===== src/logic/msx_cart_pkg.sv =====
package msx_cart_pkg;

    ////////////////////////////////////////////////////////////////////////////
    // cpu side
    localparam int ADDR_W = 16;

    typedef logic [7:0]        byte_t;
    typedef logic [ADDR_W-1:0] cpu_addr_t;

    // pin mux walk, one step per clock
    typedef enum logic [2:0] {
        LOW_SET, LOW_SAMPLE, HIGH_SET, HIGH_SAMPLE, CTRL_SET, CTRL_SAMPLE, IDLE
    } seq_state_t;

    localparam logic [2:0] MSEL_LOW  = 3'b110;  // A0-A7
    localparam logic [2:0] MSEL_HIGH = 3'b101;  // A8-A15
    localparam logic [2:0] MSEL_CTRL = 3'b011;  // merq, iorq .. m1
    localparam logic [2:0] MSEL_NONE = 3'b111;

    // bit positions on mp during the control step
    localparam int CTRL_MERQ = 0;
    localparam int CTRL_IORQ = 1;
    localparam int CTRL_M1   = 7;

    localparam logic [31:0] BOOT_WARM_CYCLES = 32'd400;

    ////////////////////////////////////////////////////////////////////////////
    // config port 8Fh
    localparam byte_t CFG_PORT       = 8'h8F;
    localparam byte_t CFG_KONAMI     = 8'h04;
    localparam byte_t CFG_KONAMI_SCC = 8'h05;
    localparam byte_t CFG_ASCII16    = 8'h16;
    localparam byte_t CFG_ASCII8     = 8'h08;

    localparam logic [3:0] VOL_SCC  = 4'hF;
    localparam logic [3:0] VOL_PSG  = 4'hE;
    localparam logic [3:0] VOL_OPLL = 4'hD;
    localparam logic [3:0] VOL_BASE = 4'd9;

    typedef enum logic [1:0] {KONAMI, KONAMI_SCC, ASCII16, ASCII8} megaram_type_t;
    typedef logic [3:0] vol_t;

    ////////////////////////////////////////////////////////////////////////////
    // sd card window
    localparam cpu_addr_t SDC_SDATA     = 16'h7C00;
    localparam cpu_addr_t SDC_SDATA_END = 16'h7DFF;
    localparam cpu_addr_t SDC_ENABLE    = 16'h7E00;
    localparam cpu_addr_t SDC_CMD       = 16'h7E01;
    localparam cpu_addr_t SDC_STATUS    = 16'h7E02;
    localparam cpu_addr_t SDC_SADDR     = 16'h7E03;  // 4 bytes, lsb first
    localparam cpu_addr_t SDC_CTYPE     = 16'h7E0F;
    localparam cpu_addr_t SDC_END       = 16'h7EFF;

    localparam int SECTOR_AW = 9;
    typedef logic [SECTOR_AW-1:0] sector_addr_t;

    localparam byte_t READ_IDLE = 8'hFF;

endpackage

===== src/logic/boot_timer.sv =====
`timescale 1ns/1ns

module boot_timer import msx_cart_pkg::*; (
    input  logic clk108_w,
    input  logic ram_enabled_w,
    output logic wait_n
);

    logic [31:0] boot_cnt;

    // counts once from reset, then parks at the warm-boot value
    always_ff @(posedge clk108_w or negedge ram_enabled_w) begin
        if (!ram_enabled_w) begin
            boot_cnt <= '0;
            wait_n   <= 1'b0;  // cpu held off
        end else begin
            if (boot_cnt != BOOT_WARM_CYCLES) begin
                boot_cnt <= boot_cnt + 32'd1;
            end else begin
                wait_n <= 1'b1;
            end
        end
    end

    // once released the cpu is never stalled again
    a_wait_stays_high: assert property (
        @(posedge clk108_w) disable iff (!ram_enabled_w)
        wait_n |=> wait_n
    ) else $error("wait_n fell after boot release");

endmodule


===== config.mk =====
export PLATFORM = sky130hd
export DESIGN_NAME = boot_timer
export DESIGN_NICKNAME = d
export VERILOG_FILES = /design/src/logic/msx_cart_pkg.sv /design/src/logic/boot_timer.sv
export SDC_FILE = /design/constraint.sdc
export NUM_CORES = 1
export LEC_CHECK = 0
export ABC_AREA = 1
export BUFFER_PORTS_ARGS = -buffer_cell sky130_fd_sc_hd__buf_2
export CORE_ASPECT_RATIO = 0.9
export CORE_UTILIZATION = 45
export CTS_BUF_LIST = sky130_fd_sc_hd__clkbuf_8
export DETAILED_ROUTE_END_ITERATION = 8
export GPL_TIMING_DRIVEN = 0
export PLACE_DENSITY = 0.62
export RECOVER_POWER = 50
export SYNTH_ARGS = -nofsm -noshare
export SYNTH_HDL_FRONTEND = slang
export SYNTH_SLANG_ARGS = --single-unit

===== constraint.sdc =====
create_clock -name clk108_w -period 1.8 [get_ports clk108_w]
set_input_delay 0.09 -clock clk108_w [delete_from_list [all_inputs] [get_ports clk108_w]]
set_output_delay 0.09 -clock clk108_w [all_outputs]
set_load 0.005 [all_outputs]

==> results.toml, run 1 <==
[setup_path]
worst-endpoint-arrival_ns = 1.77
slowest_cp_cell = "sky130_fd_sc_hd__dfrtp_1"
worst_setup_path_start_kind = "flop"
reg2reg_setup_slack_ns = 0.21
crit_path_max_fanout = 6
critPathMaxStageDelay_ns = 0.46
cp.required_ns = 1.98
path_cells = "ha_1, inv_2, nor2_4, inv_2, nor2_2, nand2_1, nand2_1, nand2_1"
timing.critical_path.to_type = "flop"
worst_path_most_repeated_cell = "sky130_fd_sc_hd__nand2_1"
timing_worst_setup_path_type = "flop to flop"

[placement]
numPortBuffers = 2
dp.final_hpwl_um = 4420
placedInstanceArea_um2 = 2270
place_worst_setup_slack_ns = 0.207
gp_congestion = 0.961

[clocking]
number_of_h_tree_branching_levels = 2
ctsRootBufferMaster = "sky130_fd_sc_hd__clkbuf_8"
ctsLongestPathBuffers = 2
clk_pin_slew_worst_paths_ns = 0.07
number_of_clock_sinks = 33
clk_latency_ns = 0.29
number_of_buffers_created_by_cts = 5
post_cts.resized_instances = 0
cts_tree = "yes"

[die]
die_outline_area_um2 = 5130
rows = 23
placeableCoreArea_um2 = 4550
ios = 3
die_width_um = 75.4
floorplan.initialDensity = 0.480
fp.dieH_um = 68.1

[finish]
filler_cell_count = 513
stdcell_area_um2 = 2360
finalNetCount = 359
diodes = 0
synthToLayoutAreaGrowth_pct = 8.26
layout-drive-gt1-share = 0.0815

[synthesis]
synthesis.area_um2 = 2180
post-synth-top-count-cell = "sky130_fd_sc_hd__nand2_1"
asyncSetResetFlopFracSynth = 1.00
synth_edf_count = 0
synth_top_cell_area_share = 0.378
netlist_instances = 345
synthesis.area_per_instance_um2 = 6.32
synth_top_cell_by_area = "sky130_fd_sc_hd__dfrtp_1"
sequential_element_share_of_the_synthesized_area = 0.378
synth.yosys.warnings = 0
synthTopCellsByArea = "sky130_fd_sc_hd__dfrtp_1, sky130_fd_sc_hd__nand2_1, sky130_fd_sc_hd__nor2_1"
post_synth_num_cell_types = 14
synth-main-ff-cell = "sky130_fd_sc_hd__dfrtp_1"
synth_top_cells_by_count = "sky130_fd_sc_hd__nand2_1, sky130_fd_sc_hd__nor2_1, sky130_fd_sc_hd__inv_1, sky130_fd_sc_hd__dfrtp_1, sky130_fd_sc_hd__nand3_1"
syn-num-nets = 349
synth.ff_latch_count = 33

[global_routing]
grt_first_pass_wirelength_um = 8950
antenna_found_initial = 0
gr_usage_total = 0.244
grt_pass1_vias = 1788
remaining_overflow_grt = 0
grt_max_degree = 34

[route]
detail_route.first_pass.iterations = 4
route.final.wire_length_um = 5480
postRouteAntennaNets = 0
viasPerCell = 4.74
drt-initial-drc-count = 151
route.vias.total = 1981
drc_errors = 0
detail_route.wl_per_cell_um = 13.1

[sta]
fin_crit_ns = 1.59
grt_setup_unrepaired = "false"
final-max-slew-violation-count = 0
hold_viol = 0
least_setup_slack_across_all_paths_after_layout_ns = 0.214
worst_clk_skew_ns = 0.00633
tns_ns = 0
period_share = 0.881
count_of_final_setup_violators = 0
max_freq_mhz = 630
tightestPinTransition_ns = 0.850
headroom_to_the_max_slew_limit = 0.433

[status]
outcome = "finished clean"

[worst_hold_path]
hold_path.class = "input port to asynchronous set/reset pin"

[power]
vdd.ir_drop.worst_mv = 0.371
power_density_nw_per_um2 = 551
total_leakage_power_nw = 1.21

[run]
drv_cap = 0
-- final timing paths --
| kind | start | to | cells after the start |
|---|---|---|---|
| min in group clk108_w | wait_n | wait_n | 2 |
| min reg2reg | wait_n | wait_n | 2 |
| max | boot_cnt[0] | boot_cnt[28] | 8 |
| max reg2reg | boot_cnt[0] | boot_cnt[28] | 8 |
| max in group asynchronous | ram_enabled_w | boot_cnt[20] | 2 |
| min | ram_enabled_w | boot_cnt[13] | 2 |
-- cell families after synthesis --
logic type / count (synthesis) / synth area share
DFF: 33 / 0.378
and+or+nand+nor: 255 / 0.481
AOI/OAI and AO/OA: 1 / 0.00229
xor gates and xnor gates: 15 / 0.0602
adders and majority gates: 2 / 0.0115
buffers and inverters: 39 / 0.0671
-- final cells by class --
cell class                 instances  area (µm²)  area share
multi-input combinational        273        1210       0.512
inverter                          39         146      0.0620
sequential                        33         826       0.350
timing repair buffer               3        20.0     0.00847
clock inverter                     3        13.8     0.00583
clock buffer                       5        68.8      0.0291
tap                               62        77.6      0.0328
-- layout by cell type, fill, tap and decap left out --
cell                            Yosys  routed
sky130_fd_sc_hd__a21oi_1            1       1
sky130_fd_sc_hd__nand2_1          147     147
sky130_fd_sc_hd__nand4_1            1       1
sky130_fd_sc_hd__nor2_1            73      73
sky130_fd_sc_hd__clkinv_2           0       2
sky130_fd_sc_hd__xnor2_1            3       3
sky130_fd_sc_hd__nor2_2             6       6
sky130_fd_sc_hd__nand3_1           17      17
sky130_fd_sc_hd__clkbuf_8           0       5
sky130_fd_sc_hd__dlygate4sd3_1      0       1
sky130_fd_sc_hd__nand2_2            6       6
sky130_fd_sc_hd__nor2_4             5       5
sky130_fd_sc_hd__inv_2              3       3
sky130_fd_sc_hd__ha_1               2       2
sky130_fd_sc_hd__buf_2              0       1
sky130_fd_sc_hd__inv_1             36      37
sky130_fd_sc_hd__clkbuf_2           0       1
sky130_fd_sc_hd__dfrtp_1           33      33
sky130_fd_sc_hd__xor2_1            12      12
-- layer usage --
| layer | global-route usage | wire, µm | vias to the layer above |
|---|---|---|---|
| li1 | - | - | 1048 |
| met1 | 0.363 | 2840 | 891 |
| met2 | 0.362 | 2310 | 36 |
| met3 | 0.0427 | 274 | 6 |
| met4 | 0.0648 | 48 | 0 |
| met5 | 0 | 0 | - |
-- sequential cells by signal, indices dropped and copies added (netlist names) --
signal,flops
boot_cnt,32
wait_n,1
-- critical path, delay by kind of cell (launching register included) --
kind / cells / cell delay [ns]
flip-flops: 1 / 0.46
AND/OR/NAND/NOR: 5 / 0.56
buffers and inverters: 2 / 0.14
adder cells (fa/ha/maj): 1 / 0.33
-- per-stage QoR --
| step | utilization | total power (W) | std cells | hold WS (ns) |
|---|---|---|---|---|
| 4_1_cts | 0.520 | 0.00131 | 418 | 0.444 |
| 3_5_place_dp | 0.499 | 0.000772 | 409 | 0.212 |
| 2_1_floorplan | - | 0.000756 | 345 | -0.206 |
| 6_report | 0.520 | 0.00130 | 418 | 0.438 |
| 3_3_place_gp | 0.499 | 0.000772 | 409 | 0.202 |
| 5_1_grt | 0.520 | 0.00135 | 418 | 0.492 |
-- report_power, final --
group	switching, W	internal, W
clock	0.000282	0.000262
combinational	0.0000146	0.00000212
sequential	0	0.000741
total	0.000297	0.00101
-- timing repair --
item	in CTS	in global routing
hold endpoints to repair	33	0
setup buffers	0	0
hold buffers	1	0
Note: power is estimated with default switching activity, not from simulation.
==> run 2, diff against run 1 <==
--- a/config.mk
+++ b/config.mk
@@ -11,7 +11,6 @@
 export CORE_UTILIZATION = 45
 export CTS_BUF_LIST = sky130_fd_sc_hd__clkbuf_8
 export DETAILED_ROUTE_END_ITERATION = 8
-export GPL_TIMING_DRIVEN = 0
 export PLACE_DENSITY = 0.62
 export RECOVER_POWER = 50
 export SYNTH_ARGS = -nofsm -noshare
==> run 2 against run 1 <==
Compared with the run above:
- core utilization is the same
- maximum frequency grew 3.5%
- clock power down 1%
- hold slack got worse by 0.027 ns
- first-iteration DRC count fell by 9.9%
- clock skew is 0.0023 ns lower
- routed wire length is 2.2% lower
- sequential power about the same
- via count decreased by 0.15%
- combinational power is 6% lower
- non-clock buffer count unchanged
==> results.toml, run 2 (synthesis results as in run 1) <==
[status]
outcome = "finished clean"

[finish]
layout.cells.most_common_list = "sky130_fd_sc_hd__nand2_1, sky130_fd_sc_hd__nor2_1, sky130_fd_sc_hd__inv_1, sky130_fd_sc_hd__dfrtp_1, sky130_fd_sc_hd__nand3_1"
largest_register_ff_count = 32
layout.cells.most_common = "sky130_fd_sc_hd__nand2_1"
largest_register = "boot_cnt"
layout-drive-gt1-share = 0.0815
stdcell_area_um2 = 2360
finalNetCount = 359
reg.largest.list = "boot_cnt x32, wait_n x1"
diodes = 0
synthToLayoutAreaGrowth_pct = 8.26

[sta]
grt_setup_unrepaired = "false"
fin_crit_ns = 1.53
final-max-slew-violation-count = 0
headroom_to_the_max_slew_limit = 0.474
count_of_final_setup_violators = 0
max_freq_mhz = 652
hold_viol = 0
tns_ns = 0
period_share = 0.852
tightestPinTransition_ns = 0.789
worst_clk_skew_ns = 0.00398
least_setup_slack_across_all_paths_after_layout_ns = 0.267

[clocking]
ctsRootBufferMaster = "sky130_fd_sc_hd__clkbuf_8"
ctsLongestPathBuffers = 2
post_cts.resized_instances = 0
number_of_clock_sinks = 33
clk_latency_ns = 0.29
cts_tree = "yes"
clk_pin_slew_worst_paths_ns = 0.07
number_of_buffers_created_by_cts = 5
number_of_h_tree_branching_levels = 2

[placement]
numPortBuffers = 2
placedInstanceArea_um2 = 2270
gp_congestion = 0.999
place_worst_setup_slack_ns = 0.264
dp.final_hpwl_um = 4430

[route]
viasPerCell = 4.73
drt-initial-drc-count = 136
route.vias.total = 1978
wirelength_met1_um = 2670
detail_route.first_pass.iterations = 4
wl_met2_um = 2280
topRoutingLayerUsed = "met4"
met3_wirelength_um = 339
route.final.wire_length_um = 5360
detail_route.wl_per_cell_um = 12.8
drc_errors = 0
postRouteAntennaNets = 0

[setup_path]
worst_setup_path_start_kind = "flop"
crit_path_max_fanout = 6
worst-endpoint-arrival_ns = 1.72
timing.critical_path.to_type = "flop"
cp.required_ns = 1.99
worst_path_most_repeated_cell = "sky130_fd_sc_hd__nand2_1"
timing_worst_setup_path_type = "flop to flop"
slowest_cp_cell = "sky130_fd_sc_hd__dfrtp_1"
critPathLaunch = "boot_cnt[0]"
rr_startpoint = "boot_cnt[0]"
critPathMaxStageDelay_ns = 0.45
path_cells = "ha_1, inv_2, nor2_4, inv_2, nor2_2, nand2_1, nand2_1, nand2_1"

[global_routing]
remaining_overflow_grt = 0
gr_usage_total = 0.245
grt_first_pass_wirelength_um = 8940
grt_pass1_vias = 1821
grt_max_degree = 34
antenna_found_initial = 0

[die]
rows = 23
die_outline_area_um2 = 5130
floorplan.initialDensity = 0.480
fp.dieH_um = 68.1
ios = 3
placeableCoreArea_um2 = 4550
die_width_um = 75.4

[power]
total_leakage_power_nw = 1.21
power_density_nw_per_um2 = 548
vdd.ir_drop.worst_mv = 0.251

[worst_hold_path]
hold_path.class = "input port to asynchronous set/reset pin"

[run]
drv_cap = 0
==> run 2: where the power goes <==
group          switching [W]  total (W)  internal [W]
logic              0.0000136  0.0000157    0.00000213
clock network       0.000275   0.000537      0.000262
registers                  0   0.000741      0.000741
==> run 2: what timing repair did <==
item	in CTS	in global routing
hold buffers	1	0
endpoints found under the hold margin	33	0
buffers inserted	0	0
==> run 2: layer usage <==
metal / track usage / vias to the layer above
li1: - / 1048
met3: 0.0633 / 7
met1: 0.360 / 880
met2: 0.358 / 43
met5: 0 / -
met4: 0.0579 / 0
==> run 2: area by class of cell <==
type / instances / area (µm²)
Multi-Input combinational cell: 273 / 1210
Sequential cell: 33 / 826
Clock inverter: 3 / 13.8
Tap cell: 62 / 77.6
Clock buffer: 5 / 68.8
Inverter: 39 / 146
Timing Repair Buffer: 3 / 20.0
Fill cell: 506 / 2180
==> run 2: worst paths after layout <==
| path | end | slack (ns) | depth (start not counted) |
|---|---|---|---|
| max | boot_cnt[28] | 0.27 | 8 |
| min | boot_cnt[12] | 0.41 | 2 |
| max reg2reg | boot_cnt[28] | 0.27 | 8 |
| min reg2reg | wait_n | 0.48 | 2 |
| max in group asynchronous | boot_cnt[1] | 0.89 | 2 |
| min in group clk108_w | wait_n | 0.48 | 2 |
==> run 2: critical path: cells and delay by family, from the launching register on <==
kind | cells | cell delay [ns]
buffers and inverters | 2 | 0.14
adder cells (fa/ha/maj) | 1 | 0.31
AND/OR/NAND/NOR | 5 | 0.53
flip-flops | 1 | 0.45
==> run 2: per-stage QoR <==
stage          std cells  hold slack [ns]  power [W]   util
2_1_floorplan        345           -0.206   0.000756      -
3_3_place_gp         409            0.192   0.000771  0.499
3_5_place_dp         409            0.191   0.000771  0.499
4_1_cts              418            0.422    0.00131  0.520
5_1_grt              418            0.499    0.00135  0.520
6_report             418            0.411    0.00129  0.520
==> run 3, diff against run 2 <==
--- a/config.mk
+++ b/config.mk
@@ -12,7 +12,6 @@
 export CTS_BUF_LIST = sky130_fd_sc_hd__clkbuf_8
 export DETAILED_ROUTE_END_ITERATION = 8
 export PLACE_DENSITY = 0.62
-export RECOVER_POWER = 50
 export SYNTH_ARGS = -nofsm -noshare
 export SYNTH_HDL_FRONTEND = slang
 export SYNTH_SLANG_ARGS = --single-unit
==> run 3 against run 2 <==
Compared with the run above:
- critical path depth did not move
- clock skew did not move
- critical endpoint unchanged
- final area did not move
- critical path type unchanged
- final cell count did not move
- global-route usage did not move
- combinational power barely moved
- die area did not move
- sequential power barely moved
==> results.toml, run 3 (synthesis results as in run 1) <==
[status]
outcome = "finished clean"

[clocking]
clk_pin_slew_worst_paths_ns = 0.07
number_of_buffers_created_by_cts = 5
ctsLongestPathBuffers = 2
ctsRootBufferMaster = "sky130_fd_sc_hd__clkbuf_8"
clk_latency_ns = 0.29
number_of_clock_sinks = 33
number_of_h_tree_branching_levels = 2
cts_tree = "yes"

[global_routing]
grt_max_degree = 34
remaining_overflow_grt = 0
grtUsageMet2 = 0.358
grt_pass1_vias = 1821
grt.met3_usage = 0.0633
gr_usage_total = 0.245
grt_first_pass_wirelength_um = 8940
antenna_found_initial = 0
gr-max-usage-layer = "met1"
use_met1 = 0.360

[setup_path]
cp.required_ns = 1.99
timing_worst_setup_path_type = "flop to flop"
crit_path_max_fanout = 6
worst_setup_path_start_kind = "flop"
worst-endpoint-arrival_ns = 1.72
timing.critical_path.to_type = "flop"

[power]
swShare = 0.223
clock_power_share = 0.415
power_density_nw_per_um2 = 548
internal_power_w = 0.00101
vdd.ir_drop.worst_mv = 0.251
netsw_w = 0.000288
p_comb_frac = 0.012
seq_power_share = 0.573
total_leakage_power_nw = 1.21
p_total_w = 0.00129

[route]
drt-initial-drc-count = 136
drc_errors = 0
postRouteAntennaNets = 0
viasPerCell = 4.73
detail_route.wl_per_cell_um = 12.8
route.vias.total = 1978
route.final.wire_length_um = 5360
detail_route.first_pass.iterations = 4

[die]
rows = 23
placeableCoreArea_um2 = 4550
die_outline_area_um2 = 5130
floorplan.initialDensity = 0.480
die_width_um = 75.4
ios = 3
fp.dieH_um = 68.1

[placement]
dp.final_hpwl_um = 4430
gp_congestion = 0.999
numPortBuffers = 2

[finish]
reg.largest.list = "boot_cnt x32, wait_n x1"
largest_register_ff_count = 32
layout-drive-gt1-share = 0.0815
layout.cells.most_common = "sky130_fd_sc_hd__nand2_1"
layout.cells.most_common_list = "sky130_fd_sc_hd__nand2_1, sky130_fd_sc_hd__nor2_1, sky130_fd_sc_hd__inv_1, sky130_fd_sc_hd__dfrtp_1, sky130_fd_sc_hd__nand3_1"
largest_register = "boot_cnt"
finalNetCount = 359
diodes = 0
synthToLayoutAreaGrowth_pct = 8.26

[sta]
final-max-slew-violation-count = 0
grt_setup_unrepaired = "false"
worst_clk_skew_ns = 0.00398
tightestPinTransition_ns = 0.709
period_share = 0.852
headroom_to_the_max_slew_limit = 0.528
fin_crit_ns = 1.53
tns_ns = 0
count_of_final_setup_violators = 0
hold_viol = 0
max_freq_mhz = 652

[worst_hold_path]
hold_path.class = "input port to asynchronous set/reset pin"

[run]
drv_cap = 0
==> run 3: cell count changes in the layout (fill, tap and decap cells not counted) <==
| cell | previous run | this run |
|---|---|---|
| sky130_fd_sc_hd__buf_2 | 1 | 2 |
| sky130_fd_sc_hd__clkbuf_2 | 1 | 0 |
==> run 3: routing by layer <==
| metal | wire length (µm) | share of wire |
|---|---|---|
| met1 | 2670 | 0.50 |
| met2 | 2280 | 0.43 |
| met3 | 339 | 0.063 |
| met5 | 0 | 0 |
| met4 | 68 | 0.013 |
==> run 3: power groups by stage <==
| stage | registers, W | logic (W) | clock network (W) |
|---|---|---|---|
| after floorplan | 0.000756 | 0.000000000698 | 0 |
| after detailed placement | 0.000755 | 0.0000158 | 0 |
| final | 0.000741 | 0.0000157 | 0.000537 |
| after CTS | 0.000741 | 0.0000175 | 0.000552 |
| after global routing | 0.000741 | 0.0000199 | 0.000590 |
| after global placement | 0.000755 | 0.0000158 | 0 |
==> run 3: final cells by class <==
| cell class | count | area (µm²) |
|---|---|---|
| clock buffers | 5 | 68.8 |
| clock inverters | 3 | 13.8 |
| fillers | 506 | 2180 |
| inverters | 39 | 146 |
| multi-input cells | 273 | 1210 |
| flip-flops and latches | 33 | 826 |
| well taps | 62 | 77.6 |
| repair buffers | 3 | 20.0 |
==> run 3: path summary, 6_finish.rpt <==
path | cells past startpoint | slack (ns) | startpoint | end
max | 8 | 0.27 | boot_cnt[0] | boot_cnt[28]
min | 2 | 0.38 | ram_enabled_w | boot_cnt[12]
max reg2reg | 8 | 0.27 | boot_cnt[0] | boot_cnt[28]
min reg2reg | 2 | 0.48 | wait_n | wait_n
max in group asynchronous | 2 | 0.96 | ram_enabled_w | boot_cnt[1]
min in group clk108_w | 2 | 0.48 | wait_n | wait_n
==> run 3: worst max-delay path, stage by stage, from the launching register on <==
cell and delay, ns:
sky130_fd_sc_hd__dfrtp_1 0.45, sky130_fd_sc_hd__ha_1 0.31, sky130_fd_sc_hd__inv_2 0.09, sky130_fd_sc_hd__nor2_4 0.19, sky130_fd_sc_hd__inv_2 0.05, sky130_fd_sc_hd__nor2_2 0.16
sky130_fd_sc_hd__nand2_1 0.08, sky130_fd_sc_hd__nand2_1 0.06, sky130_fd_sc_hd__nand2_1 0.04
==> run 3: what timing repair did <==
action,4_1_cts,5_1_grt
setup buffers,0,0
setup endpoints to repair,0,0
hold buffers,1,0
hold endpoints to repair,33,0
resized for setup,0,0
==> run 3: metrics by stage <==
step | hold WS (ns) | cells | setup WS, ns | util | area, µm²
floorplan | -0.206 | 345 | 0.418 | - | 2180
global placement | 0.192 | 409 | 0.318 | 0.499 | 2270
detailed placement | 0.191 | 409 | 0.264 | 0.499 | 2270
CTS | 0.422 | 418 | 0.253 | 0.520 | 2360
global route | 0.496 | 418 | 0.105 | 0.520 | 2360
finish | 0.383 | 418 | 0.267 | 0.520 | 2360
