### src/logic/msx_cart_pkg.sv
package msx_cart_pkg;

    ////////////////////////////////////////////////////////////////////////////
    // cpu side
    localparam int ADDR_W = 16;

    typedef logic [7:0]        byte_t;
    typedef logic [ADDR_W-1:0] cpu_addr_t;

    // pin mux walk, one step per clock
    typedef enum logic [2:0] {
        LOW_SET, LOW_SAMPLE, HIGH_SET, HIGH_SAMPLE, CTRL_SET, CTRL_SAMPLE, IDLE
    } seq_state_t;

    localparam logic [2:0] MSEL_LOW  = 3'b110;  // A0-A7
    localparam logic [2:0] MSEL_HIGH = 3'b101;  // A8-A15
    localparam logic [2:0] MSEL_CTRL = 3'b011;  // merq, iorq .. m1
    localparam logic [2:0] MSEL_NONE = 3'b111;

    // bit positions on mp during the control step
    localparam int CTRL_MERQ = 0;
    localparam int CTRL_IORQ = 1;
    localparam int CTRL_M1   = 7;

    localparam logic [31:0] BOOT_WARM_CYCLES = 32'd400;

    ////////////////////////////////////////////////////////////////////////////
    // config port 8Fh
    localparam byte_t CFG_PORT       = 8'h8F;
    localparam byte_t CFG_KONAMI     = 8'h04;
    localparam byte_t CFG_KONAMI_SCC = 8'h05;
    localparam byte_t CFG_ASCII16    = 8'h16;
    localparam byte_t CFG_ASCII8     = 8'h08;

    localparam logic [3:0] VOL_SCC  = 4'hF;
    localparam logic [3:0] VOL_PSG  = 4'hE;
    localparam logic [3:0] VOL_OPLL = 4'hD;
    localparam logic [3:0] VOL_BASE = 4'd9;

    typedef enum logic [1:0] {KONAMI, KONAMI_SCC, ASCII16, ASCII8} megaram_type_t;
    typedef logic [3:0] vol_t;

    ////////////////////////////////////////////////////////////////////////////
    // sd card window
    localparam cpu_addr_t SDC_SDATA     = 16'h7C00;
    localparam cpu_addr_t SDC_SDATA_END = 16'h7DFF;
    localparam cpu_addr_t SDC_ENABLE    = 16'h7E00;
    localparam cpu_addr_t SDC_CMD       = 16'h7E01;
    localparam cpu_addr_t SDC_STATUS    = 16'h7E02;
    localparam cpu_addr_t SDC_SADDR     = 16'h7E03;  // 4 bytes, lsb first
    localparam cpu_addr_t SDC_CTYPE     = 16'h7E0F;
    localparam cpu_addr_t SDC_END       = 16'h7EFF;

    localparam int SECTOR_AW = 9;
    typedef logic [SECTOR_AW-1:0] sector_addr_t;

    localparam byte_t READ_IDLE = 8'hFF;

endpackage
### src/logic/bus_sequencer.sv
`timescale 1ns/1ns

module bus_sequencer import msx_cart_pkg::*; (
    input  logic       clk108_w,
    input  logic       ram_enabled_w,
    output logic [2:0] msel_n,
    output logic       sample_en
);

    seq_state_t state;

    // select code goes out one step, mp is sampled on the next
    always_ff @(posedge clk108_w or negedge ram_enabled_w) begin
        if (!ram_enabled_w) begin
            state     <= LOW_SET;
            msel_n    <= MSEL_NONE;
            sample_en <= 1'b0;
        end else begin
            case (state)
                LOW_SET: begin
                    msel_n    <= MSEL_LOW;
                    sample_en <= 1'b0;
                    state     <= LOW_SAMPLE;
                end
                LOW_SAMPLE: begin
                    sample_en <= 1'b1;
                    state     <= HIGH_SET;
                end
                HIGH_SET: begin
                    msel_n    <= MSEL_HIGH;
                    sample_en <= 1'b0;
                    state     <= HIGH_SAMPLE;
                end
                HIGH_SAMPLE: begin
                    sample_en <= 1'b1;
                    state     <= CTRL_SET;
                end
                CTRL_SET: begin
                    msel_n    <= MSEL_CTRL;  // control byte
                    sample_en <= 1'b0;
                    state     <= CTRL_SAMPLE;
                end
                CTRL_SAMPLE: begin
                    sample_en <= 1'b1;
                    state     <= IDLE;
                end
                default: begin
                    msel_n    <= MSEL_NONE;  // pins released
                    sample_en <= 1'b0;
                    state     <= LOW_SET;
                end
            endcase
        end
    end

    a_no_sample_when_idle: assert property (
        @(posedge clk108_w) disable iff (!ram_enabled_w)
        sample_en |-> (msel_n != MSEL_NONE)
    ) else $error("sample strobe with no mux source selected");

endmodule

### config.mk
export PLATFORM = sky130hd
export DESIGN_NAME = bus_sequencer
export DESIGN_NICKNAME = d
export VERILOG_FILES = /design/src/logic/msx_cart_pkg.sv /design/src/logic/bus_sequencer.sv
export SDC_FILE = /design/constraint.sdc
export NUM_CORES = 1
export LEC_CHECK = 0
export BUFFER_PORTS_ARGS = -buffer_cell sky130_fd_sc_hd__buf_2
export CAP_MARGIN = 0
export CORE_AREA = 2 2 39 41
export CTS_CLUSTER_DIAMETER = 120
export DETAILED_ROUTE_END_ITERATION = 7
export DIE_AREA = 0 0 41 43
export PLACE_DENSITY = 0.34
export SLEW_MARGIN = 5
export SYNTH_ARGS = -nofsm -noshare
export SYNTH_HDL_FRONTEND = slang
export SYNTH_SLANG_ARGS = --single-unit
export TNS_END_PERCENT = 30
### constraint.sdc
create_clock -name clk108_w -period 1.4 [get_ports clk108_w]
set_clock_uncertainty 0.1 [all_clocks]
set_input_delay 0.21 -clock clk108_w [delete_from_list [all_inputs] [get_ports clk108_w]]
set_output_delay 0.21 -clock clk108_w [all_outputs]
set_load 0.1 [all_outputs]
==> results of run 1 <==
## flip-flops by register name (all words and copies together) (netlist names)
name and flops:
sample_en 1, state 3, msel_n 3
## worst max-delay path by stage
stage / depth (start not counted) / to / from / slack (ns)
2_1_floorplan: 2 / msel_n[0]$_DFFE_PN1N_ / msel_n[0]$_DFFE_PN1N_ / 0.17
3_3_place_gp: 1 / sample_en / sample_en$_DFF_PN0_ / 0.38
3_5_place_dp: 1 / msel_n[0] / msel_n[0]$_DFFE_PN1N_ / 0.38
4_1_cts: 1 / msel_n[0] / msel_n[0]$_DFFE_PN1N_ / 0.10
5_1_grt: 1 / sample_en / sample_en$_DFF_PN0_ / 0.07
6_report: 1 / sample_en / sample_en$_DFF_PN0_ / 0.11
## cells by family after synthesis
kind of cell | count (synthesis) | share of synthesized area [%]
AO/OA/AOI/OAI | 7 | 14.6
flip-flops | 7 | 65.3
AND/OR/NAND/NOR | 6 | 10.5
buffers and inverters | 3 | 5.93
multiplexers | 1 | 3.65
## power groups by stage
stage	logic [mW]	clock network, mW	registers, mW
CTS	0.00731	0.190	0.203
detailed placement	0.00504	0	0.206
global placement	0.00512	0	0.206
global route	0.00818	0.207	0.203
floorplan	0.0000000369	0	0.206
finish	0.00708	0.179	0.203
## metal layers
metal	GRT usage [%]	part of all wire (%)	vias to the layer above	wire, um
met5	0	0	-	0
met4	8.00	0	0	0
met3	4.71	6.0	0	27
met2	7.19	45	4	202
met1	8.91	49	90	218
li1	-	-	100	-
## Yosys cell counts
cell type	number	area share [%]
buf_2	1	1.8
nor3_1	1	1.8
buf_4	1	2.7
a21oi_1	4	7.3
mux2i_1	1	3.7
nand2_1	3	4.1
o21ai_1	1	1.8
inv_1	1	1.4
nand2b_1	2	4.6
o211ai_1	2	5.5
dfrtp_1	4	37
dfstp_2	3	29
## stage by stage
step / cells / hold slack (ns) / instance area [um^2] / worst slack [ns]
floorplan: 24 / -0.186 / 274 / 0.173
global placement: 43 / -0.0486 / 352 / 0.379
detailed placement: 43 / -0.0499 / 352 / 0.375
CTS: 48 / 0.230 / 388 / 0.102
global route: 48 / 0.239 / 388 / 0.0726
finish: 48 / 0.241 / 388 / 0.109
## area by class of cell
| cell class | instances | area (um^2) | share of cell area, % |
|---|---|---|---|
| Sequential cell | 7 | 179 | 46.1 |
| Timing Repair Buffer | 6 | 80.1 | 20.6 |
| Multi-Input combinational cell | 14 | 78.8 | 20.3 |
| Clock buffer | 4 | 26.3 | 6.77 |
| Tap cell | 16 | 20.0 | 5.16 |
| Inverter | 1 | 3.75 | 0.968 |
==> results by group, run 1 <==
GRT
  • Number of global-route vias before repair: around 170
  • First-pass GRT wire length: around 730 um
  • Total GRT Usage: 7.19%
  • Largest net degree at the start of global routing: 10
  • Initial antenna violation count: 0
  • Remaining Overflow, GRT: 0

Critical path
  • Critical Path AT: 0.98 ns
  • R2R depth: 2
  • Worst setup SP type: flop
  • CP Data Required Time: around 1.1 ns
  • Worst-path maximum fanout: 1
  • Reg-to-Reg Start: state[0]$_DFF_PN0_
  • Worst setup EP type: primary output
  • Worst path slowest cell: buf_2
  • Reg2reg setup slack: ~0.44 ns
  • WS Path Type: flop to primary output
  • CP max stage delay: approximately 0.42 ns
  • Reg2reg end: state[1]$_DFF_PN0_
  • CP top delay family: buffers and inverters
  • Worst-path cell chain: buf_2
  • WP buf/inv: 1

Clock tree
  • Hold Buf Count CTS: 1
  • CTS root buf: clkbuf_4
  • Clk_lat worst skew: roughly 0.24 ns
  • CTS clk-pin slew, worst paths: around 0.050 ns
  • Gates resized, CTS repair: 0
  • Setup Fix Bufs, Post-CTS: 0
  • TritonCTS clock tree: built
  • Clock net sink count: 7
  • CTS Buf Count: 3
  • Htree depth: 1
  • Longest Clk Path Bufs: 2

Finish
  • Fraction of layout cells with a size suffix above 1: 34.4%
  • Post-layout net count: 35
  • Post-Route Utilization: between 20 and 30%
  • Diodes inserted: 0
  • Synth-to-Final Area Change: 41.6%
  • Most frequent cells in the layout: a21oi_1 (4), dfrtp_1 (4)
  • # fillers: between 100 and 150

Floorplan
  • Initial Util: about a fifth
  • Die height: between 40 and 50 um
  • IO Count: 6
  • DIE WIDTH: between 40 and 50 um
  • Core ar.: about 0.0014 mm^2
  • Num rows: 14
  • DIE AREA: ~0.0018 mm^2

Logic synthesis
  • Sequential-to-total area share from yosys stat: between 60% and 70%
  • Post-synth net total: 26
  • Mean Syn Cell Area: 11.4 um^2
  • Seq cells post-synth: 7
  • Ys Warns: 0
  • Synthesized area: between 200 and 300 um^2
  • Mapped Cells: 24
  • Netlist cell types: 12

Power
  • VDD IR-drop max: around 0.35 mV
  • Comb pwr share: around 1.8%
  • Part of the power in the clock network: 46.0%
  • Net Sw Power: 0.0748 mW
  • PwrDens: 1000 mW/mm^2
  • P_leak: about 0.17 nW
  • Sequential Power Share: between 50% and 60%
  • Internal: ~0.31 mW
  • Switching part of the total power: between 15 and 20%
  • Power Total: slightly below 0.4 mW

Timing
  • Setup repair after global routing missed its margin: false
  • Slew Limit Fails: 0
  • Measured slew at the worst slew-check pin: approximately 0.48 ns
  • Max_slew headroom: 68.1%
  • Sum Neg Setup Slack: 0 ns
  • Final-report setup violation count: 0
  • Tmin final: 1.29 ns
  • Max Clk Rate: slightly below 800 MHz
  • Fin. Hold Viols: 0
  • Tcrit/Tclk final: between 90% and 100%

Min path
  • Min-delay worst type: input pin to async pin

Drt
  • DR vias: between 150 and 200
  • Post-route ant nets: 0
  • DR vias/cell: ~4.0
  • Routed Wire Length: ~450 um
  • 1st-iter DRT viols: 5
  • Drc violations: 0
  • Drt wl/cell: ~9.3 um
  • TritonRoute pass-1 iters: 3

Place
  • Port Buffers: 5
  • RePlAce Congestion: 0.678

Outcome
  • Status: finished, final reports clean

Flow run
  • Max Cap Viol: 0
No activity file was read; power rests on OpenSTA's default activity.
==> run 2: changes to the inputs <==
--- a/config.mk
+++ b/config.mk
@@ -5,13 +5,14 @@
 export SDC_FILE = /design/constraint.sdc
 export NUM_CORES = 1
 export LEC_CHECK = 0
+export ABC_AREA = 1
 export BUFFER_PORTS_ARGS = -buffer_cell sky130_fd_sc_hd__buf_2
 export CAP_MARGIN = 0
 export CORE_AREA = 2 2 39 41
 export CTS_CLUSTER_DIAMETER = 120
 export DETAILED_ROUTE_END_ITERATION = 7
 export DIE_AREA = 0 0 41 43
-export PLACE_DENSITY = 0.34
+export PLACE_DENSITY_LB_ADDON = 0.1
 export SLEW_MARGIN = 5
 export SYNTH_ARGS = -nofsm -noshare
 export SYNTH_HDL_FRONTEND = slang
==> results by group, run 2 <==
Outcome
  • Status: finished, final reports clean

Logic synthesis
  • Number of synthesized flops with an enable pin: 0 (unchanged)
  • Compound-cell area share of the yosys netlist: 2.99% (-12 points)
  • Commonest cells post-synth: inv_1 (7), nand2_1 (7), dfrtp_1 (4), nand3_1 (4)
  • Mux cell area share after synthesis: 0% (-3.7 points)
  • Netlist cell types: 10 (-2)
  • Adder-cell share of the synthesized area: 0% (unchanged)
  • Mapped Cells: 32 (+33%)
  • Post-synthesis async set-or-reset flop share: 100% (unchanged)
  • Area leader, netlist: dfrtp_1
  • Post-synthesis simple-gate area fraction: 25.6% (+15 points)
  • Post-synth top area share: 34.2% (-2.3 points)
  • Sequential-to-total area share from yosys stat: 61.1% (-4.2 points)
  • Mean Syn Cell Area: 9.15 um^2 (-20%)
  • Main combinational cell family by area after synthesis: simple AND/OR/NAND/NOR gates
  • Xor/xnor cell area share of the yosys netlist: 0% (unchanged)
  • Top cells by area, synth: dfrtp_1 (34%), dfstp_2 (27%), inv_1 (9.0%), nand2_1 (9.0%), nand3_1 (6.8%)
  • Post-synth net total: 34 (+31%)
  • Ys Warns: 0 (unchanged)
  • Synthesized area: 293 um^2 (+6.8%)
  • Top_reg_cell synth: dfrtp_1
  • Seq cells post-synth: 7 (unchanged)

Place
  • HPWL Detailed: between 300 and 400 um
  • RePlAce Congestion: 0.721 (+6.4%)
  • Port Buffers: 5 (unchanged)
  • Placed Cells: 53 (+23%)

Floorplan
  • DIE WIDTH: 41 um (unchanged)
  • Initial Util: 21.2% (+1.4 points)
  • Core ar.: 0.00138 mm^2 (unchanged)
  • DIE AREA: 0.00176 mm^2 (unchanged)
  • Die height: 43 um (unchanged)
  • Num rows: 14 (unchanged)
  • IO Count: 6 (unchanged)

Finish
  • FF+latch area: 179 um^2 (unchanged)
  • Multi-input gate area: 83.8 um^2 (+6.3%)
  • Diodes inserted: 0 (unchanged)
  • # fillers: 148 (unchanged)
  • Fraction of layout cells with a size suffix above 1: 40.5% (+6.1 points)
  • Post-layout net count: 45 (+29%)
  • Synth-to-Final Area Change: 43.2%
  • Top flop regs: msel_n (3), state (3), sample_en (1)
  • Post-Layout Cell Count: 58 (+21%)
  • Post-Route Utilization: 30.3% (+2.3 points)
  • Most frequent cells in the layout: inv_1 (7), nand2_1 (7), nand3_1 (4), dfrtp_1 (4)

Timing
  • Fin. Hold Viols: 0 (unchanged)
  • Slew Limit Fails: 0 (unchanged)
  • Tcrit/Tclk final: 91.8% (-0.41 points)
  • Tmin final: 1.29 ns (-0.00570 ns)
  • Final-report setup violation count: 0 (unchanged)
  • Max_slew headroom: 67.9% (-0.13 points)
  • Setup repair after global routing missed its margin: false
  • Sum Neg Setup Slack: 0 ns (unchanged)
  • Measured slew at the worst slew-check pin: 0.484 ns (+0.00190 ns)
  • Max Clk Rate: 778 MHz (+0.44%)

Clock tree
  • Clk_lat worst skew: 0.24 ns (about the same)
  • Gates resized, CTS repair: 0 (unchanged)
  • CTS Buf Count: 3 (unchanged)
  • Longest Clk Path Bufs: 2 (unchanged)
  • CTS root buf: clkbuf_4
  • Clock net sink count: 7 (unchanged)
  • Htree depth: 1 (unchanged)
  • TritonCTS clock tree: built
  • CTS clk-pin slew, worst paths: 0.05 ns (about the same)

Drt
  • DR vias: 227 (+17%)
  • TritonRoute pass-1 iters: 5 (+2)
  • 1st-iter DRT viols: 4 (-1)
  • DR vias/cell: 3.91 (-3.2%)
  • Drt wl/cell: 8.55 um (-8.4%)
  • Routed Wire Length: 496 um (+11%)
  • Drc violations: 0 (unchanged)
  • Post-route ant nets: 0 (unchanged)

Critical path
  • CP max stage delay: 0.55 ns (+0.13 ns)
  • Reg2reg end: msel_n[2]$_DFFE_PN1N_
  • Reg2reg setup slack: 0.49 ns (+0.05 ns)
  • Critical Path AT: 0.98 ns (about the same)
  • Worst path slowest cell: dfstp_2
  • WS Path Type: flop to primary output
  • Reg-to-Reg Start: msel_n[2]$_DFFE_PN1N_
  • Worst setup SP type: flop
  • Worst setup EP type: primary output
  • WP buf/inv: 1 (unchanged)
  • CP top delay family: flip-flops
  • Worst-path cell chain: buf_12
  • Worst-path maximum fanout: 2 (+1)
  • CP Data Required Time: 1.09 ns (about the same)
  • R2R depth: 4 (+2)

GRT
  • Initial antenna violation count: 0 (unchanged)
  • Remaining Overflow, GRT: 0 (unchanged)
  • Largest net degree at the start of global routing: 8 (-2)
  • Total GRT Usage: 7.47% (+0.28 points)
  • First-pass GRT wire length: 772 um (+5.6%)
  • Number of global-route vias before repair: 192 (+16%)

Power
  • P_leak: 0.233 nW (+34%)
  • Power Total: 0.388 mW (-0.34%)
  • PwrDens: 926 mW/mm^2 (-7.8%)
  • VDD IR-drop max: 0.350 mV (+0.96%)

Min path
  • Min-delay worst type: input pin to async pin

Flow run
  • Max Cap Viol: 0 (unchanged)
-- run 2: layer usage --
layer / global-route usage, % / share of wire [%] / up-vias
li1: - / - / 115
met1: 8.50 / 44 / 104
met2: 8.44 / 48 / 6
met3: 3.14 / 6.5 / 2
met4: 10.0 / 1.0 / 0
met5: 0 / 0 / -
-- run 2: layout make-up --
cell class,count,share of cell area [%]
repair buffers,6,19.1
flip-flops and latches,7,42.7
inverters,8,7.16
clock buffers,4,6.27
multi-input cells,17,20.0
well taps,16,4.78
-- run 2: how the worst max path moves through the flow --
| stage | startpoint | to | cells after the start |
|---|---|---|---|
| finish | msel_n[2]$_DFFE_PN1N_ | msel_n[2] | 1 |
| global route | sample_en$_DFF_PN0_ | sample_en | 1 |
| CTS | msel_n[2]$_DFFE_PN1N_ | msel_n[2] | 1 |
| detailed placement | msel_n[2]$_DFFE_PN1N_ | msel_n[2] | 1 |
| global placement | sample_en$_DFF_PN0_ | sample_en | 1 |
| floorplan | msel_n[2]$_DFFE_PN1N_ | msel_n[2]$_DFFE_PN1N_ | 4 |
-- run 2: stage by stage --
| step | hold WS (ns) | cell area, um^2 | setup slack [ns] |
|---|---|---|---|
| after CTS | 0.231 | 419 | 0.0990 |
| after floorplan | -0.186 | 293 | 0.162 |
| after global routing | 0.246 | 419 | 0.0770 |
| after global placement | -0.0476 | 383 | 0.380 |
| final | 0.236 | 419 | 0.115 |
| after detailed placement | -0.0490 | 383 | 0.374 |
-- run 2: cell families (layout without fill, tap and decap cells) --
group	count (synthesis)	count (layout)
compound gates	1	1
simple gates	16	16
flops	7	7
buf+inv	8	18
-- run 2: power breakdown --
| group | leakage (nW) | total, mW | switching [mW] | internal (mW) |
|---|---|---|---|---|
| sequential | 0.0877 | 0.203 | 0 | 0.203 |
| clock | 0.0150 | 0.178 | 0.0695 | 0.108 |
| combinational | 0.130 | 0.00693 | 0.00408 | 0.00286 |
| total | 0.233 | 0.388 | 0.0735 | 0.314 |
-- run 2: repair_timing --
action	in CTS	in global routing
hold buffers	1	0
hold endpoints to repair	7	0
buffers inserted	0	0
==> run 3: changes to the inputs <==
==> constraint.sdc (replaced) <==
create_clock -name clk108_w -period 1.4 [get_ports clk108_w]
set_clock_uncertainty 0.1 [all_clocks]
set_input_delay 0.21 -clock clk108_w [delete_from_list [all_inputs] [get_ports clk108_w]]
set_output_delay 0.21 -clock clk108_w [all_outputs]
set_load 0.005 [all_outputs]
==> results by group, run 3 (synthesis gave the netlist of run 2 again) <==
Drt
  • Drc violations: 0 (unchanged)
  • Drt wl/cell: 8.64 um (+1.0%)
  • DR vias/cell: 3.88 (-0.88%)
  • TritonRoute pass-1 iters: 3 (-2)
  • Routed Wire Length: 501 um (+1.0%)
  • DR vias: 225 (-0.88%)
  • Post-route ant nets: 0 (unchanged)
  • 1st-iter DRT viols: 5 (+1)

Finish
  • # fillers: 146 (-1.4%)
  • Diodes inserted: 0 (unchanged)
  • Top flop regs: msel_n (3), state (3), sample_en (1)
  • Multi-input gate area: 83.8 um^2 (unchanged)
  • FF+latch area: 179 um^2 (unchanged)
  • Fraction of layout cells with a size suffix above 1: 40.5% (unchanged)
  • Most frequent cells in the layout: inv_1 (7), nand2_1 (7), buf_2 (5)
  • Design area: 374 um^2 (-11%)
  • Post-layout net count: 45 (unchanged)
  • Synth-to-Final Area Change: 27.8%

Timing
  • Setup repair after global routing missed its margin: false
  • Hold_ws: 0.220 ns (-0.0157 ns)
  • Tcrit/Tclk final: 84.8% (-7.0 points)
  • Sum Neg Setup Slack: 0 ns (unchanged)
  • Max Clk Rate: 842 MHz (+8.2%)
  • Fin. Hold Viols: 0 (unchanged)
  • Measured slew at the worst slew-check pin: 0.238 ns (-0.247 ns)
  • Tmin final: 1.19 ns (-0.0973 ns)
  • Slew Limit Fails: 0 (unchanged)
  • Final-report setup violation count: 0 (unchanged)
  • Max_slew headroom: 84.1% (+16 points)
  • Final setup margin: 0.212 ns (+0.0973 ns)

Place
  • Port Buffers: 5 (unchanged)
  • Post-DP Area: 338 um^2 (-12%)
  • RePlAce Congestion: 0.664 (-8.0%)
  • HPWL Detailed: 363 um (-3.9%)
  • Pre-CTS setup slack: 0.480 ns (+0.106 ns)

Power
  • Part of the power in the clock network: 47.0% (+1.1 points)
  • Power Total: 0.396 mW (+2.1%)
  • Sequential Power Share: 51.2% (-1.2 points)
  • Switching part of the total power: 20.5% (+1.6 points)
  • P_leak: 0.208 nW (-11%)
  • VDD IR-drop max: 0.327 mV (-6.6%)
  • Comb pwr share: 1.7% (about the same)
  • PwrDens: 1060 mW/mm^2 (+14%)
  • Net Sw Power: 0.0814 mW (+11%)
  • Internal: 0.315 mW (+0.12%)

Clock tree
  • Setup Fix Bufs, Post-CTS: 0 (unchanged)
  • CTS root buf: clkbuf_4
  • Clk_lat worst skew: 0.25 ns (about the same)
  • CTS Buf Count: 3 (unchanged)
  • CTS clk-pin slew, worst paths: 0.05 ns (about the same)
  • Htree depth: 1 (unchanged)
  • Longest Clk Path Bufs: 2 (unchanged)
  • TritonCTS clock tree: built
  • Clock net sink count: 7 (unchanged)

GRT
  • First-pass GRT wire length: 869 um (+13%)
  • Largest net degree at the start of global routing: 8 (unchanged)
  • Number of global-route vias before repair: 216 (+13%)
  • Initial antenna violation count: 0 (unchanged)
  • Remaining Overflow, GRT: 0 (unchanged)
  • Total GRT Usage: 8.59% (+1.1 points)

Outcome
  • Status: finished, final reports clean

Min path
  • Min-delay worst type: input pin to async pin

Critical path
  • Worst setup SP type: flop
  • Worst path slowest cell: dfstp_2
  • Worst setup EP type: primary output
  • Worst-path maximum fanout: 2 (unchanged)
  • Critical Path AT: 0.88 ns (-0.10 ns)
  • Worst-path cell chain: buf_2
  • WS Path Type: flop to primary output
  • CP top delay family: flip-flops
  • CP max stage delay: 0.52 ns (-0.03 ns)
  • CP Data Required Time: 1.09 ns (about the same)
  • WP buf/inv: 1 (unchanged)

Floorplan
  • Initial Util: 21.2% (unchanged)
  • Core ar.: 0.00138 mm^2 (unchanged)
  • DIE AREA: 0.00176 mm^2 (unchanged)
  • Num rows: 14 (unchanged)
  • Die height: 43 um (unchanged)
  • IO Count: 6 (unchanged)
  • DIE WIDTH: 41 um (unchanged)

Flow run
  • Max Cap Viol: 0 (unchanged)
-- run 3: cell types whose count changed in the layout (fill, tap and decap cells not counted) --
cell,delta
buf_12,-3
buf_2,+3
-- run 3: power by group through the flow --
stage / Combinational, mW / Clock (mW) / Sequential (mW)
after floorplan: 0.0000000846 / 0 / 0.206
after global placement: 0.00500 / 0 / 0.206
after global routing: 0.00815 / 0.209 / 0.203
final: 0.00692 / 0.186 / 0.203
after CTS: 0.00738 / 0.197 / 0.203
after detailed placement: 0.00517 / 0 / 0.206
-- run 3: cell type report --
class	instances	area share (%)
sequential	7	47.8
multi-input combinational	17	22.4
timing repair buffer	6	9.36
inverter	8	8.03
clock buffer	4	7.02
tap	16	5.35
-- run 3: what timing repair did --
item | in CTS | in global routing
resized for setup | 0 | 0
endpoints found under the hold margin | 7 | 0
hold buffers | 1 | 0
setup endpoints to repair | 0 | 0
-- run 3: per-layer routing --
metal / track usage [%] / routed length [um] / up-vias
met3: 6.28 / 46 / 3
met2: 9.69 / 213 / 9
met5: 0 / 0 / -
li1: - / - / 113
met1: 8.85 / 216 / 100
met4: 10.0 / 25 / 0
-- run 3: final timing paths --
path,start,end,slack (ns),depth (start not counted)
max,msel_n[0]$_DFFE_PN1N_,msel_n[0],0.21,1
min,ram_enabled_w,sample_en$_DFF_PN0_,0.22,2
max reg2reg,state[0]$_DFF_PN0_,state[1]$_DFF_PN0_,0.48,3
min reg2reg,msel_n[0]$_DFFE_PN1N_,msel_n[0]$_DFFE_PN1N_,0.38,2
max in group asynchronous,ram_enabled_w,msel_n[2]$_DFFE_PN1N_,0.75,2
min in group clk108_w,msel_n[0]$_DFFE_PN1N_,msel_n[0]$_DFFE_PN1N_,0.38,2
-- run 3: per-stage QoR --
stage,util [%],cells
6_report,27.0,58
5_1_grt,27.0,58
4_1_cts,27.0,58
3_5_place_dp,24.4,53
3_3_place_gp,24.4,53
2_1_floorplan,-,32
